--- src/rtl/ooo_pkg.sv ---
// shared sizes, opcodes and packets of the commit side
// rob_size must stay a power of two, head and tail wrap by overflow
package ooo_pkg;

    ////////////////////
    // sizes
    localparam int xlen        = 32;
    localparam int rob_size    = 8;
    localparam int rob_tag_len = 3;
    localparam int reg_count   = 32;
    localparam int reg_idx_len = 5;
    localparam int mul_stages  = 3;

    ////////////////////
    // opcodes
    typedef enum logic [3:0] {
        op_add  = 4'h0,
        op_sub  = 4'h1,
        op_and  = 4'h2,
        op_or   = 4'h3,
        op_xor  = 4'h4,
        op_mul  = 4'h5,
        op_beq  = 4'h6,
        op_bne  = 4'h7,
        op_blt  = 4'h8,
        op_halt = 4'h9
    } alu_op_t;

    // opcode classes, one unit per class
    function automatic logic is_alu_op(alu_op_t op);
        return op inside {op_add, op_sub, op_and, op_or, op_xor, op_mul};
    endfunction

    function automatic logic is_branch_op(alu_op_t op);
        return op inside {op_beq, op_bne, op_blt};
    endfunction

    ////////////////////
    // packets
    typedef struct packed {
        alu_op_t                op;
        logic [xlen-1:0]        pc;
        logic [xlen-1:0]        src_a;
        logic [xlen-1:0]        src_b;
        logic [reg_idx_len-1:0] dest_reg;
        logic                   pred_taken;
        logic [xlen-1:0]        offset;      // branch target offset
    } dispatch_packet_t;

    typedef struct packed {
        dispatch_packet_t       inst;
        logic [rob_tag_len-1:0] tag;
    } issue_packet_t;

    typedef struct packed {
        logic                   valid;
        logic [rob_tag_len-1:0] tag;
        logic [xlen-1:0]        value;       // target pc for a branch
        logic                   taken;
    } cdb_packet_t;

    typedef struct packed {
        logic                   valid;
        logic                   dest_valid;
        logic [reg_idx_len-1:0] dest_reg;
        logic [xlen-1:0]        value;
        logic [xlen-1:0]        pc;
    } retire_packet_t;

    typedef struct packed {
        logic                   valid;
        logic                   ready;
        logic [xlen-1:0]        pc;
        logic [reg_idx_len-1:0] dest_reg;
        logic [xlen-1:0]        value;
        logic                   is_branch;
        logic                   pred_taken;
        logic                   mis_pred;
        logic                   halt;
    } rob_entry_t;

endpackage
--- src/rtl/ooo_commit_top.sv ---
// commit side: reorder buffer, two units on one CDB, retire register file
// hold dispatch while rob_full, alu_busy or branch_busy is high
`timescale 1ns/1ps

module ooo_commit_top
    import ooo_pkg::*;
(
    input  logic                   clock,
    input  logic                   reset,
    input  logic                   dispatch,
    input  dispatch_packet_t       dispatch_in,
    input  logic [reg_idx_len-1:0] read_reg,
    output logic [rob_tag_len-1:0] alloc_tag,
    output logic                   rob_full,
    output logic                   alu_busy,
    output logic                   branch_busy,
    output retire_packet_t         retire,
    output logic                   squash,
    output logic [xlen-1:0]        redirect_pc,
    output logic                   halt,
    output logic [xlen-1:0]        read_data
);

    issue_packet_t issue;
    cdb_packet_t   cdb;
    cdb_packet_t   alu_result;
    cdb_packet_t   branch_result;
    logic          alu_request;
    logic          alu_grant;
    logic          branch_request;
    logic          branch_grant;

    // the tail index tags the instruction
    assign issue.inst = dispatch_in;
    assign issue.tag  = alloc_tag;

    reorder_buffer u_rob (
        .clock       (clock),
        .reset       (reset),
        .dispatch    (dispatch),
        .dispatch_in (dispatch_in),
        .cdb         (cdb),
        .alloc_tag   (alloc_tag),
        .rob_full    (rob_full),
        .retire      (retire),
        .squash      (squash),
        .redirect_pc (redirect_pc),
        .halt        (halt)
    );

    alu_unit u_alu (
        .clock    (clock),
        .reset    (reset),
        .dispatch (dispatch),
        .issue    (issue),
        .grant    (alu_grant),
        .squash   (squash),
        .request  (alu_request),
        .result   (alu_result),
        .busy     (alu_busy)
    );

    branch_unit u_branch (
        .clock    (clock),
        .reset    (reset),
        .dispatch (dispatch),
        .issue    (issue),
        .grant    (branch_grant),
        .squash   (squash),
        .request  (branch_request),
        .result   (branch_result),
        .busy     (branch_busy)
    );

    cdb_arbiter u_arbiter (
        .clock          (clock),
        .reset          (reset),
        .alu_request    (alu_request),
        .alu_result     (alu_result),
        .branch_request (branch_request),
        .branch_result  (branch_result),
        .alu_grant      (alu_grant),
        .branch_grant   (branch_grant),
        .cdb            (cdb)
    );

    retire_regfile u_regfile (
        .clock     (clock),
        .reset     (reset),
        .retire    (retire),
        .read_reg  (read_reg),
        .read_data (read_data)
    );

endmodule

--- src/rtl/retire_regfile.sv ---
// architectural registers, written only at retire
// x0 reads zero, the read port is combinational
`timescale 1ns/1ps

module retire_regfile
    import ooo_pkg::*;
(
    input  logic                   clock,
    input  logic                   reset,
    input  retire_packet_t         retire,
    input  logic [reg_idx_len-1:0] read_reg,
    output logic [xlen-1:0]        read_data
);

    logic [xlen-1:0] regs [reg_count];

    always_ff @(posedge clock) begin
        if (reset) begin
            for (int i = 0; i < reg_count; i++) begin
                regs[i] <= '0;
            end
        end else if (retire.valid && retire.dest_valid && retire.dest_reg != '0) begin
            regs[retire.dest_reg] <= retire.value;
        end
    end

    assign read_data = regs[read_reg];

endmodule

--- src/rtl/cdb_arbiter.sv ---
// round-robin between the ALU and the branch unit with the alu first after reset
// the bus is all zero when nobody is granted
`timescale 1ns/1ps

module cdb_arbiter
    import ooo_pkg::*;
(
    input  logic        clock,
    input  logic        reset,
    input  logic        alu_request,
    input  cdb_packet_t alu_result,
    input  logic        branch_request,
    input  cdb_packet_t branch_result,
    output logic        alu_grant,
    output logic        branch_grant,
    output cdb_packet_t cdb
);

    // set when the branch unit won last
    logic last_branch;

    assign alu_grant    = alu_request && (!branch_request || last_branch);
    assign branch_grant = branch_request && (!alu_request || !last_branch);

    always_comb begin
        if (alu_grant) begin
            cdb = alu_result;
        end else if (branch_grant) begin
            cdb = branch_result;
        end else begin
            cdb = '0;
        end
    end

    always_ff @(posedge clock) begin
        if (reset) begin
            last_branch <= 1'b1;
        end else if (alu_grant) begin
            last_branch <= 1'b0;
        end else if (branch_grant) begin
            last_branch <= 1'b1;
        end
    end

    ////////////////////
    // checks
    a_one_grant: assert property (
        @(posedge clock) disable iff (reset)
        !(alu_grant && branch_grant)
    );

    // under contention the loser wins the next cycle
    a_alternate: assert property (
        @(posedge clock) disable iff (reset)
        (alu_grant && branch_request) |=>
            (!(alu_request && branch_request) || branch_grant)
    );

endmodule

--- src/rtl/branch_unit.sv ---
// resolves beq, bne and blt; blt compares signed
// results wait in a 2-entry holding buffer, dispatch must wait while busy
`timescale 1ns/1ps

module branch_unit
    import ooo_pkg::*;
(
    input  logic          clock,
    input  logic          reset,
    input  logic          dispatch,
    input  issue_packet_t issue,
    input  logic          grant,
    input  logic          squash,
    output logic          request,
    output cdb_packet_t   result,
    output logic          busy
);

    cdb_packet_t [1:0] hold;
    cdb_packet_t [1:0] hold_next;
    logic [1:0]        hold_count;
    logic [1:0]        count_next;
    cdb_packet_t       new_pkt;
    logic              push;
    logic              taken;

    assign push = dispatch && is_branch_op(issue.inst.op);

    always_comb begin
        case (issue.inst.op)
            op_beq:  taken = (issue.inst.src_a == issue.inst.src_b);
            op_bne:  taken = (issue.inst.src_a != issue.inst.src_b);
            default: taken = ($signed(issue.inst.src_a) < $signed(issue.inst.src_b));
        endcase
        new_pkt.valid = 1'b1;
        new_pkt.tag   = issue.tag;
        // target is always sent, the buffer picks pc + 4 itself
        new_pkt.value = issue.inst.pc + issue.inst.offset;
        new_pkt.taken = taken;
    end

    ////////////////////
    // holding buffer
    always_comb begin
        hold_next  = hold;
        count_next = hold_count;
        if (grant && hold_count != 2'd0) begin
            hold_next[0] = hold[1];
            count_next   = count_next - 2'd1;
        end
        if (push) begin
            hold_next[count_next[0]] = new_pkt;
            count_next               = count_next + 2'd1;
        end
    end

    assign request = (hold_count != 2'd0);
    assign busy    = (hold_count == 2'd2);

    always_comb begin
        result       = hold[0];
        result.valid = request;
    end

    always_ff @(posedge clock) begin
        if (reset || squash) begin
            hold_count <= '0;
        end else begin
            hold_count <= count_next;
        end
    end

    always_ff @(posedge clock) begin
        hold <= hold_next;
    end

endmodule

--- src/rtl/alu_unit.sv ---
// add, sub and logic in one cycle, multiply over mul_stages cycles
// results wait in a 2-entry holding buffer, dispatch must wait while busy
`timescale 1ns/1ps

module alu_unit
    import ooo_pkg::*;
(
    input  logic          clock,
    input  logic          reset,
    input  logic          dispatch,
    input  issue_packet_t issue,
    input  logic          grant,
    input  logic          squash,
    output logic          request,
    output cdb_packet_t   result,
    output logic          busy
);

    cdb_packet_t [1:0]            hold;
    cdb_packet_t [1:0]            hold_next;
    logic [1:0]                   hold_count;
    logic [1:0]                   count_next;
    // writing the holding buffer is the last multiply stage
    cdb_packet_t [mul_stages-2:0] mul_pipe;
    cdb_packet_t                  mul_out;
    cdb_packet_t                  single_pkt;
    logic [xlen-1:0]              single_value;
    logic                         single_push;
    logic                         mul_issue;
    logic                         mul_push;
    logic                         mul_stall;

    assign single_push = dispatch && is_alu_op(issue.inst.op) && (issue.inst.op != op_mul);
    assign mul_issue   = dispatch && (issue.inst.op == op_mul);
    assign mul_out     = mul_pipe[mul_stages-2];

    always_comb begin
        case (issue.inst.op)
            op_sub:  single_value = issue.inst.src_a - issue.inst.src_b;
            op_and:  single_value = issue.inst.src_a & issue.inst.src_b;
            op_or:   single_value = issue.inst.src_a | issue.inst.src_b;
            op_xor:  single_value = issue.inst.src_a ^ issue.inst.src_b;
            default: single_value = issue.inst.src_a + issue.inst.src_b;
        endcase
        single_pkt.valid = 1'b1;
        single_pkt.tag   = issue.tag;
        single_pkt.value = single_value;
        single_pkt.taken = 1'b0;
    end

    ////////////////////
    // holding buffer, pop first, then single, then multiply
    always_comb begin
        hold_next  = hold;
        count_next = hold_count;
        mul_push   = 1'b0;
        if (grant && hold_count != 2'd0) begin
            hold_next[0] = hold[1];
            count_next   = count_next - 2'd1;
        end
        if (single_push) begin
            hold_next[count_next[0]] = single_pkt;
            count_next               = count_next + 2'd1;
        end
        // multiply gives way when no slot is left
        if (mul_out.valid && count_next != 2'd2) begin
            hold_next[count_next[0]] = mul_out;
            count_next               = count_next + 2'd1;
            mul_push                 = 1'b1;
        end
    end

    assign mul_stall = mul_out.valid && !mul_push;
    assign request   = (hold_count != 2'd0);
    assign busy      = (hold_count == 2'd2);

    always_comb begin
        result       = hold[0];
        result.valid = request;
    end

    always_ff @(posedge clock) begin
        if (reset || squash) begin
            hold_count <= '0;
            for (int i = 0; i < mul_stages - 1; i++) begin
                mul_pipe[i].valid <= 1'b0;
            end
        end else begin
            hold_count <= count_next;
            // the whole pipe holds while its last stage waits
            if (!mul_stall) begin
                mul_pipe[0].valid <= mul_issue;
                mul_pipe[0].tag   <= issue.tag;
                mul_pipe[0].value <= issue.inst.src_a * issue.inst.src_b;
                mul_pipe[0].taken <= 1'b0;
                for (int i = 1; i < mul_stages - 1; i++) begin
                    mul_pipe[i] <= mul_pipe[i-1];
                end
            end
        end
    end

    always_ff @(posedge clock) begin
        hold <= hold_next;
    end

    // busy holds dispatch off, so a single-cycle result always finds a slot
    a_hold_no_overflow: assert property (
        @(posedge clock) disable iff (reset)
        single_push |-> (hold_count != 2'd2 || grant)
    );

endmodule

--- src/rtl/reorder_buffer.sv ---
// in-order retire of one entry per cycle, squash on a mispredicted branch
// no dispatch while rob_full; a halt at the head holds the buffer until reset
`timescale 1ns/1ps

module reorder_buffer
    import ooo_pkg::*;
(
    input  logic                   clock,
    input  logic                   reset,
    input  logic                   dispatch,
    input  dispatch_packet_t       dispatch_in,
    input  cdb_packet_t            cdb,
    output logic [rob_tag_len-1:0] alloc_tag,
    output logic                   rob_full,
    output retire_packet_t         retire,
    output logic                   squash,
    output logic [xlen-1:0]        redirect_pc,
    output logic                   halt
);

    rob_entry_t [rob_size-1:0] entries;
    logic [rob_tag_len-1:0]    head;
    logic [rob_tag_len-1:0]    tail;
    logic [rob_tag_len:0]      count;
    rob_entry_t                head_entry;
    rob_entry_t                new_entry;
    logic                      retire_fire;

    ////////////////////
    // head decode
    assign head_entry  = entries[head];
    assign alloc_tag   = tail;
    assign rob_full    = (count == (rob_tag_len + 1)'(rob_size));

    // halt is born ready but never leaves the head
    assign retire_fire = head_entry.valid && head_entry.ready && !head_entry.halt;
    assign halt        = head_entry.valid && head_entry.halt;
    assign squash      = retire_fire && head_entry.is_branch && head_entry.mis_pred;

    // predicted taken means the real path is the fall-through
    assign redirect_pc = head_entry.pred_taken ? head_entry.pc + xlen'(4)
                                               : head_entry.value;

    always_comb begin
        retire.valid      = retire_fire;
        retire.dest_valid = retire_fire && !head_entry.is_branch
                            && (head_entry.dest_reg != '0);
        retire.dest_reg   = head_entry.dest_reg;
        retire.value      = head_entry.value;
        retire.pc         = head_entry.pc;
    end

    ////////////////////
    // new entry at the tail
    always_comb begin
        new_entry            = '0;
        new_entry.valid      = 1'b1;
        new_entry.ready      = (dispatch_in.op == op_halt);
        new_entry.pc         = dispatch_in.pc;
        new_entry.dest_reg   = dispatch_in.dest_reg;
        new_entry.is_branch  = is_branch_op(dispatch_in.op);
        new_entry.pred_taken = dispatch_in.pred_taken;
        new_entry.halt       = (dispatch_in.op == op_halt);
    end

    ////////////////////
    // allocate, complete, retire
    always_ff @(posedge clock) begin
        if (reset || squash) begin
            head  <= '0;
            tail  <= '0;
            count <= '0;
            for (int i = 0; i < rob_size; i++) begin
                entries[i].valid <= 1'b0;
            end
        end else begin
            if (dispatch) begin
                entries[tail] <= new_entry;
                tail          <= tail + 1'b1;
            end

            // completion from the bus
            if (cdb.valid && entries[cdb.tag].valid) begin
                entries[cdb.tag].ready    <= 1'b1;
                entries[cdb.tag].value    <= cdb.value;
                entries[cdb.tag].mis_pred <= entries[cdb.tag].is_branch
                                             && (cdb.taken != entries[cdb.tag].pred_taken);
            end

            if (retire_fire) begin
                entries[head].valid <= 1'b0;
                head                <= head + 1'b1;
            end

            if (dispatch && !retire_fire) begin
                count <= count + 1'b1;
            end else if (!dispatch && retire_fire) begin
                count <= count - 1'b1;
            end
        end
    end

    ////////////////////
    // checks
    // the dispatch side has no stall path into the buffer
    a_no_dispatch_when_full: assert property (
        @(posedge clock) disable iff (reset)
        dispatch |-> !rob_full
    );

    // units are flushed with the buffer, so every broadcast finds a live entry
    a_cdb_hits_live_entry: assert property (
        @(posedge clock) disable iff (reset)
        cdb.valid |-> entries[cdb.tag].valid
    );

endmodule

--- config.mk ---
export PLATFORM = sky130hd
export DESIGN_NAME = ooo_commit_top
export DESIGN_NICKNAME = d
export VERILOG_FILES = /design/src/rtl/ooo_pkg.sv /design/src/rtl/ooo_commit_top.sv /design/src/rtl/retire_regfile.sv /design/src/rtl/cdb_arbiter.sv /design/src/rtl/branch_unit.sv /design/src/rtl/alu_unit.sv /design/src/rtl/reorder_buffer.sv
export SDC_FILE = /design/constraint.sdc
export NUM_CORES = 2
export LEC_CHECK = 0
export BUFFER_PORTS_ARGS = -buffer_cell sky130_fd_sc_hd__buf_2
export CAP_MARGIN = 5
export CELL_PAD_IN_SITES_DETAIL_PLACEMENT = 1
export CELL_PAD_IN_SITES_GLOBAL_PLACEMENT = 2
export CORE_UTILIZATION = 45
export DETAILED_ROUTE_END_ITERATION = 16
export GPL_TIMING_DRIVEN = 0
export HOLD_SLACK_MARGIN = 0.02
export PLACE_DENSITY = 0.89
export SYNTH_ARGS = -nofsm -noshare
export SYNTH_HDL_FRONTEND = slang
export SYNTH_SLANG_ARGS = --single-unit
export TNS_END_PERCENT = 1
--- constraint.sdc ---
create_clock -name clock -period 9 [get_ports clock]
set_clock_uncertainty 0.2 [all_clocks]
set_input_delay 0.9 -clock clock [delete_from_list [all_inputs] [get_ports clock]]
set_output_delay 0.9 -clock clock [all_outputs]
set_load 0.02 [all_outputs]
# Yosys cells after proc, flatten, opt, wreduce, memory -nomap -nowiden
# Memories as Yosys holds them, arrays and structs flattened.
# Index checks and enable logic that the tools add are counted.
# Widths: inputs -> output; s select.
# word_totals
reg_bits	835
mem_bits_rw	1024
inputBits	146
out_inout_bits	143
word_cells	261
mem_count	1
# classes
add_sub_neg	13
n_mul	1
order_cmp	13
n_eq_ne	17
n_mux	61
n_bitwise	5
reduce_logical	50
# memory_table
memory	depth	word_bits	rd	rd_ports_with_merged_regs	write_ports	line	source
u_regfile.regs	32	32	1	0	32	retire_regfile.sv:15	logic [xlen-1:0] regs [reg_count];
# op_table
op	n
$bwmux 600	5
$mux 600	5
$demux 75 s3	5
$bmux 75 s3	2
$mux 75	4
$mux 37	8
$bwmux 74	3
$mux 74	3
$pmux 32 s4	1
$demux 37 s1	3
$add 32x32->32	2
$mux 32	2
$mux 36	1
$add 32x3->32 const B	1
$and 32x32->32	1
$eq 32x32->1	1
$lt 32x32->1	1
$mul 32x32->32	1
$ne 32x32->1	1
$or 32x32->32	1
$reduce_or 32->1	1
$sub 32x32->32	1
$xor 32x32->32	1
$logic_and 1x1->1	29
31 further kinds	77

# Longest topological paths before layout
# depth
word_depth	17
ltp_mapped	27
depth_no_buf	26

# Hierarchy
# From an unflattened synthesis, not the netlist that was laid out.
# hier_totals
hier_cells	9155
area_unflattened_um2	106629.8
# modules_own_cells
module	instances	cells_per_inst	area_each_um2	seq_area_each_um2
retire_regfile	1	3450	47090.2	30749.5
reorder_buffer	1	2145	28800.1	18137.4
alu_unit	1	2891	24843.8	3623.5
branch_unit	1	613	5345.1	1841.8
cdb_arbiter	1	56	550.5	20.0

# Worst setup path before layout
# OpenSTA, ideal clock, no wires.
# synth_timing
path_type	register to register
startpoint	register u_rob.head[0]
endpoint	register u_rob.entries[100] (netlist bit) (enable)
setup_ps	623
t_arrival_ps	7556
t_required_ps	8177
slack_ps	621
stages_incl_launch_ff	12
path_buffers	6
synth_period_minus_slack_ps	8379
cell_sequence	dfxtp_1 buf_6 buf_12 buf_12 buf_8 buf_6 mux4_2 mux2i_1 nor3_1 or2_2 clkbuf_1 inv_1
# synth_between
elab_chain_cells	7
word_cells_on_any_way	8
cone_classes	mux (2); reduce/logical (6)
# synth_lines
item	line	source
start: declaration	reorder_buffer.sv:22	logic [rob_tag_len-1:0] head;
start signal: assignment	reorder_buffer.sv:92	head <= head + 1'b1;
$bmux 75 s3 (*)	reorder_buffer.sv:31	assign head_entry = entries[head];
$mux 75 (implied by the code) (*)	reorder_buffer.sv:31	
$logic_and 1x1->1 or $logic_not 1->1 (tied branches)	reorder_buffer.sv:36	assign retire_fire = head_entry.valid && head_entry.ready && !head_entry.halt;
$logic_and 1x1->1	reorder_buffer.sv:36	
$logic_and 1x1->1	reorder_buffer.sv:38	assign squash = retire_fire && head_entry.is_branch && head_entry.mis_pred;
$logic_and 1x1->1 (*)	reorder_buffer.sv:38	
named net squash	ooo_commit_top.sv:18	output logic squash,
$logic_or 1x1->1 (*)	reorder_buffer.sv:69	if (reset || squash) begin
end signal: indexed assignment	reorder_buffer.sv:78	entries[tail] <= new_entry;
end: declaration	reorder_buffer.sv:21	rob_entry_t [rob_size-1:0] entries;
# The timed path passes the listed nets; every way through them passes the cells marked *. The select of a mux whose other input is x is not followed.
# A chain may end at the register's enable or synchronous reset.

# Worst setup path in the final report
# layout_timing
startpoint	input dispatch_in[42] (netlist bit)
endpoint	register u_alu.mul_pipe[32] (netlist bit), data pin
# layout_between
elab_chain_cells	1
# layout_lines
item	line	source
start: declaration	ooo_commit_top.sv:11	input dispatch_packet_t dispatch_in,
$mul 32x32->32	alu_unit.sv:94	mul_pipe[0].value <= issue.inst.src_a * issue.inst.src_b;
end signal: indexed assignment	alu_unit.sv:97	mul_pipe[i] <= mul_pipe[i-1];
end: declaration	alu_unit.sv:24	cdb_packet_t [mul_stages-2:0] mul_pipe;
# No other way between the ends.

==> results by group <==
Outcome
  – Result of the run: finished, violations left
  – Failing checks: DRC

STA
  – Fin crit share: 99.5%
  – Slew of the pin with the lowest slew margin: 1.43 ns
  – Final Hold Fails: 0
  – Min Tclk post-route: 8.95 ns
  – Slew Limit Headroom: 4.57%
  – Pins Over Slew Limit: 0
  – Final setup vio count: 0
  – Upper clock frequency limit: 0.112 GHz
  – Sum of negative setup slack: 0 ns
  – RSZ-0062 raised after global routing: no
  – Final hold slack: 0.143 ns

Detailed routing
  – Via-to-Cell Ratio: 6.12
  – Iter 0 DRT Violations: 7,957
  – WL per Instance: 31.5 um
  – Post-route ant nets: 0
  – Total number of vias: 72,100
  – Remaining routing DRC violations: 2
  – Total detailed-routing wirelength: 372 mm
  – DR pass1 iterations: 12

Clocking
  – CTS clk-pin slew, worst paths: 0.07 ns
  – Clock insertion delay at the later pin of the skew report: 0.83 ns
  – Maximum root-to-sink buffer count: 3
  – CTS tree: yes
  – # clock sinks: 1,855
  – Number of H-tree branching levels: 4
  – Library cell used as clock root buffer: sky130_fd_sc_hd__clkbuf_16
  – Number of buffers inserted by post-CTS setup repair: 0
  – CTS Buf Count: 181

Global routing
  – Via count of the first global-routing pass: 76,300
  – Antenna violations before repair: 14
  – Pin count of the biggest net entering global routing: 127
  – Total global routing overflow: 0
  – Global router's overall resource usage: 32.2%
  – Wire length of the first global-routing pass: 533 mm

Worst setup path
  – Largest fanout on the critical path: 12
  – Cell class contributing the biggest share of worst-path delay: adder cells
  – Cell at the slowest stage of the critical path: sky130_fd_sc_hd__fa_1
  – Cell repeated most along the worst path: sky130_fd_sc_hd__fa_1
  – Critical Path RT: 9.34 ns
  – Number of buffers and inverters on the critical path: 5
  – Arrival @ worst endpoint: 9.30 ns
  – WS Path Type: input port to flop
  – Ordered list of cells on the worst path: buf_2, clkinv_1, clkbuf_1, nor2_1, fa_1, inv_1, fa_1, fa_1, fa_1, inv_1, fa_1, fa_1, fa_1, fa_1, ha_1, a21o_1, or3_1, o221ai_1, o221a_2, a21oi_1, a21oi_1, o21ai_0, xnor2_1
  – Longest individual stage delay on the worst path: 0.56 ns
  – Critical Path Start Type: input port
  – Kind of end point of the critical path: flop

Finish
  – Synthesis-to-finish area growth: 11.9%
  – Share of layout cells above drive strength 1: 17.8%
  – Commonest cells after routing, fill and taps aside: 1,722 x sky130_fd_sc_hd__edfxtp_1, 1,385 x sky130_fd_sc_hd__nor2_1, 572 x sky130_fd_sc_hd__nand2_1
  – Number of nets in the layout: 9,478
  – Fillcell total: 23,000
  – Most common cell after layout, fill and taps aside: sky130_fd_sc_hd__edfxtp_1

Pwr
  – Leakage power figure: 43.7 nW
  – Max IR drop VDD: 1.06 mV
  – Total power divided by cell area: 358 nW/um^2

Yosys
  – Fraction of the yosys area taken by sequential cells: 53.2%
  – Most frequently used flop master after synthesis: sky130_fd_sc_hd__edfxtp_1
  – EDFF count, synth: 1,722
  – Number of storage elements in the synthesis netlist: 1,855
  – Warning count from the yosys run: 0
  – Post-synthesis cell count: 8,123
  – Share of flip-flops with an asynchronous set or reset after synthesis: 0%
  – Syn Area/Cell: 12.6 um^2
  – Area of the mapped netlist: 102,000 um^2
  – Synth cell types: 93

Floorplanning
  – Overall die width: 479 um
  – Height of the die: 479 um
  – Standard-cell rows: 174
  – Area inside the core boundary: 225,000 um^2
  – Initial cell density of the core: 45.4%
  – Total I/O pin count: 289
  – DIE AREA: 229,000 um^2

Place
  – GP Congestion: 0.946
  – Port Buffers: 281
  – Detailed placement HPWL: 275 mm

Run
  – Max-cap violations: 0

Worst hold path
  – Worst min path class: input port to flop
## stage by stage
stage                     area (um^2)  util (%)  cells  power, mW  setup slack, ns
after floorplan                102000         -   8154       25.4            0.621
after global placement         108000      47.7  11400       32.6            -2.45
after detailed placement       109000      48.3  11500       33.4            -1.67
after CTS                      114000      50.8  11800       40.9           0.0383
after global routing           114000      50.8  11800       42.9           0.0131
final                          114000      50.8  11800       41.0           0.0459
## sequential cells by signal (all words and copies together), names as in the netlist
signal,flops
u_alu.hold,36
u_alu.hold_count,2
u_alu.mul_pipe,36
u_alu.result,36
u_rob.alloc_tag,3
u_regfile.regs,1024
u_branch.hold_count,2
u_rob.count,4
u_arbiter.last_branch,1
u_alu.mul_out,36
u_branch.result,36
u_rob.head,3
u_branch.hold,36
u_rob.entries,600
## cells in the mapped netlist, drive strengths merged (17+ instances only)
cell	number	share of area, %
nand2	580	2.2
a22oi	43	0.32
nor2	1448	5.5
mux2	59	0.65
ha	262	3.2
a211oi	18	0.13
edfxtp	1722	51
mux4	471	10
or3	22	0.14
xnor2	113	0.97
o21bai	22	0.16
nor2b	22	0.14
inv	582	2.1
o21a	17	0.12
clkbuf	286	1.1
o31ai	18	0.13
a31oi	19	0.12
a21oi	222	1.1
nand3	331	1.6
xor2	39	0.33
a21o	57	0.42
nand2b	50	0.31
o211ai	27	0.20
o21ai	443	2.2
fa	412	8.1
nor3	45	0.24
dfxtp	133	2.6
mux2i	119	1.5
buf	308	1.8
## worst register-to-register path: cells and delay by family (launching register included)
| family | cells | cell delay, ns |
|---|---|---|
| buffers and inverters | 6 | 2.13 |
| AND/OR/NAND/NOR | 5 | 1.85 |
| multiplexers | 2 | 0.78 |
| flip-flops | 1 | 0.37 |
## where the power goes
| part | total (mW) | internal [mW] | switching, mW |
|---|---|---|---|
| Sequential | 11.5 | 10.9 | 0.554 |
| Clock | 7.45 | 4.04 | 3.42 |
| Combinational | 22.1 | 7.75 | 14.3 |
## layout make-up
| type | instances | area (um^2) | area share [%] |
|---|---|---|---|
| flip-flops and latches | 1855 | 54400 | 47.5 |
| repair buffers | 333 | 2510 | 2.19 |
| inverters | 595 | 2250 | 1.96 |
| plain buffers | 582 | 2910 | 2.54 |
| diodes | 7 | 17.5 | 0.0153 |
| multi-input cells | 5110 | 43000 | 37.6 |
| clock inverters | 89 | 779 | 0.681 |
| well taps | 2992 | 3740 | 3.27 |
| clock buffers | 233 | 4840 | 4.23 |
## worst paths after layout
check	start	end	slack [ns]	cells after the start
setup reg to reg	u_rob.head[2]$_SDFFE_PP0P_	u_rob.entries[62]$_DFFE_PP_	3.35	13
hold reg to reg	u_alu.mul_pipe[15]$_DFFE_PP_	u_alu.mul_out[15]$_DFFE_PP_	0.22	0
hold / removal	dispatch_in[37]	u_rob.entries[115]$_DFFE_PP_	0.14	1
setup / recovery	dispatch_in[42]	u_alu.mul_pipe[32]$_DFFE_PP_	0.05	23
## routing by layer
metal	part of all wire, %	GRT usage, %
met1	38	41.2
met2	48	52.4
met3	7.9	5.82
met4	6.1	17.2
met5	0.0089	0
## repair_timing
action / in CTS / in global routing
hold buffers: 0 / 0
endpoints found under the hold margin: 0 / 0
endpoints found under the setup margin: 9 / 2
resized for setup: 2 / 10
## cells by family after synthesis
| group | Yosys count | synth area share, % |
|---|---|---|
| AOI/OAI and AO/OA | 1006 | 5.89 |
| xor gates and xnor gates | 152 | 1.30 |
| adders and majority gates | 674 | 11.3 |
| buffers and inverters | 1189 | 5.06 |
| DFF | 1855 | 53.2 |
| muxes | 649 | 12.6 |
| other | 1 | 0.00367 |
| and+or+nand+nor | 2597 | 10.7 |
No activity file was read; power rests on OpenSTA's default activity.
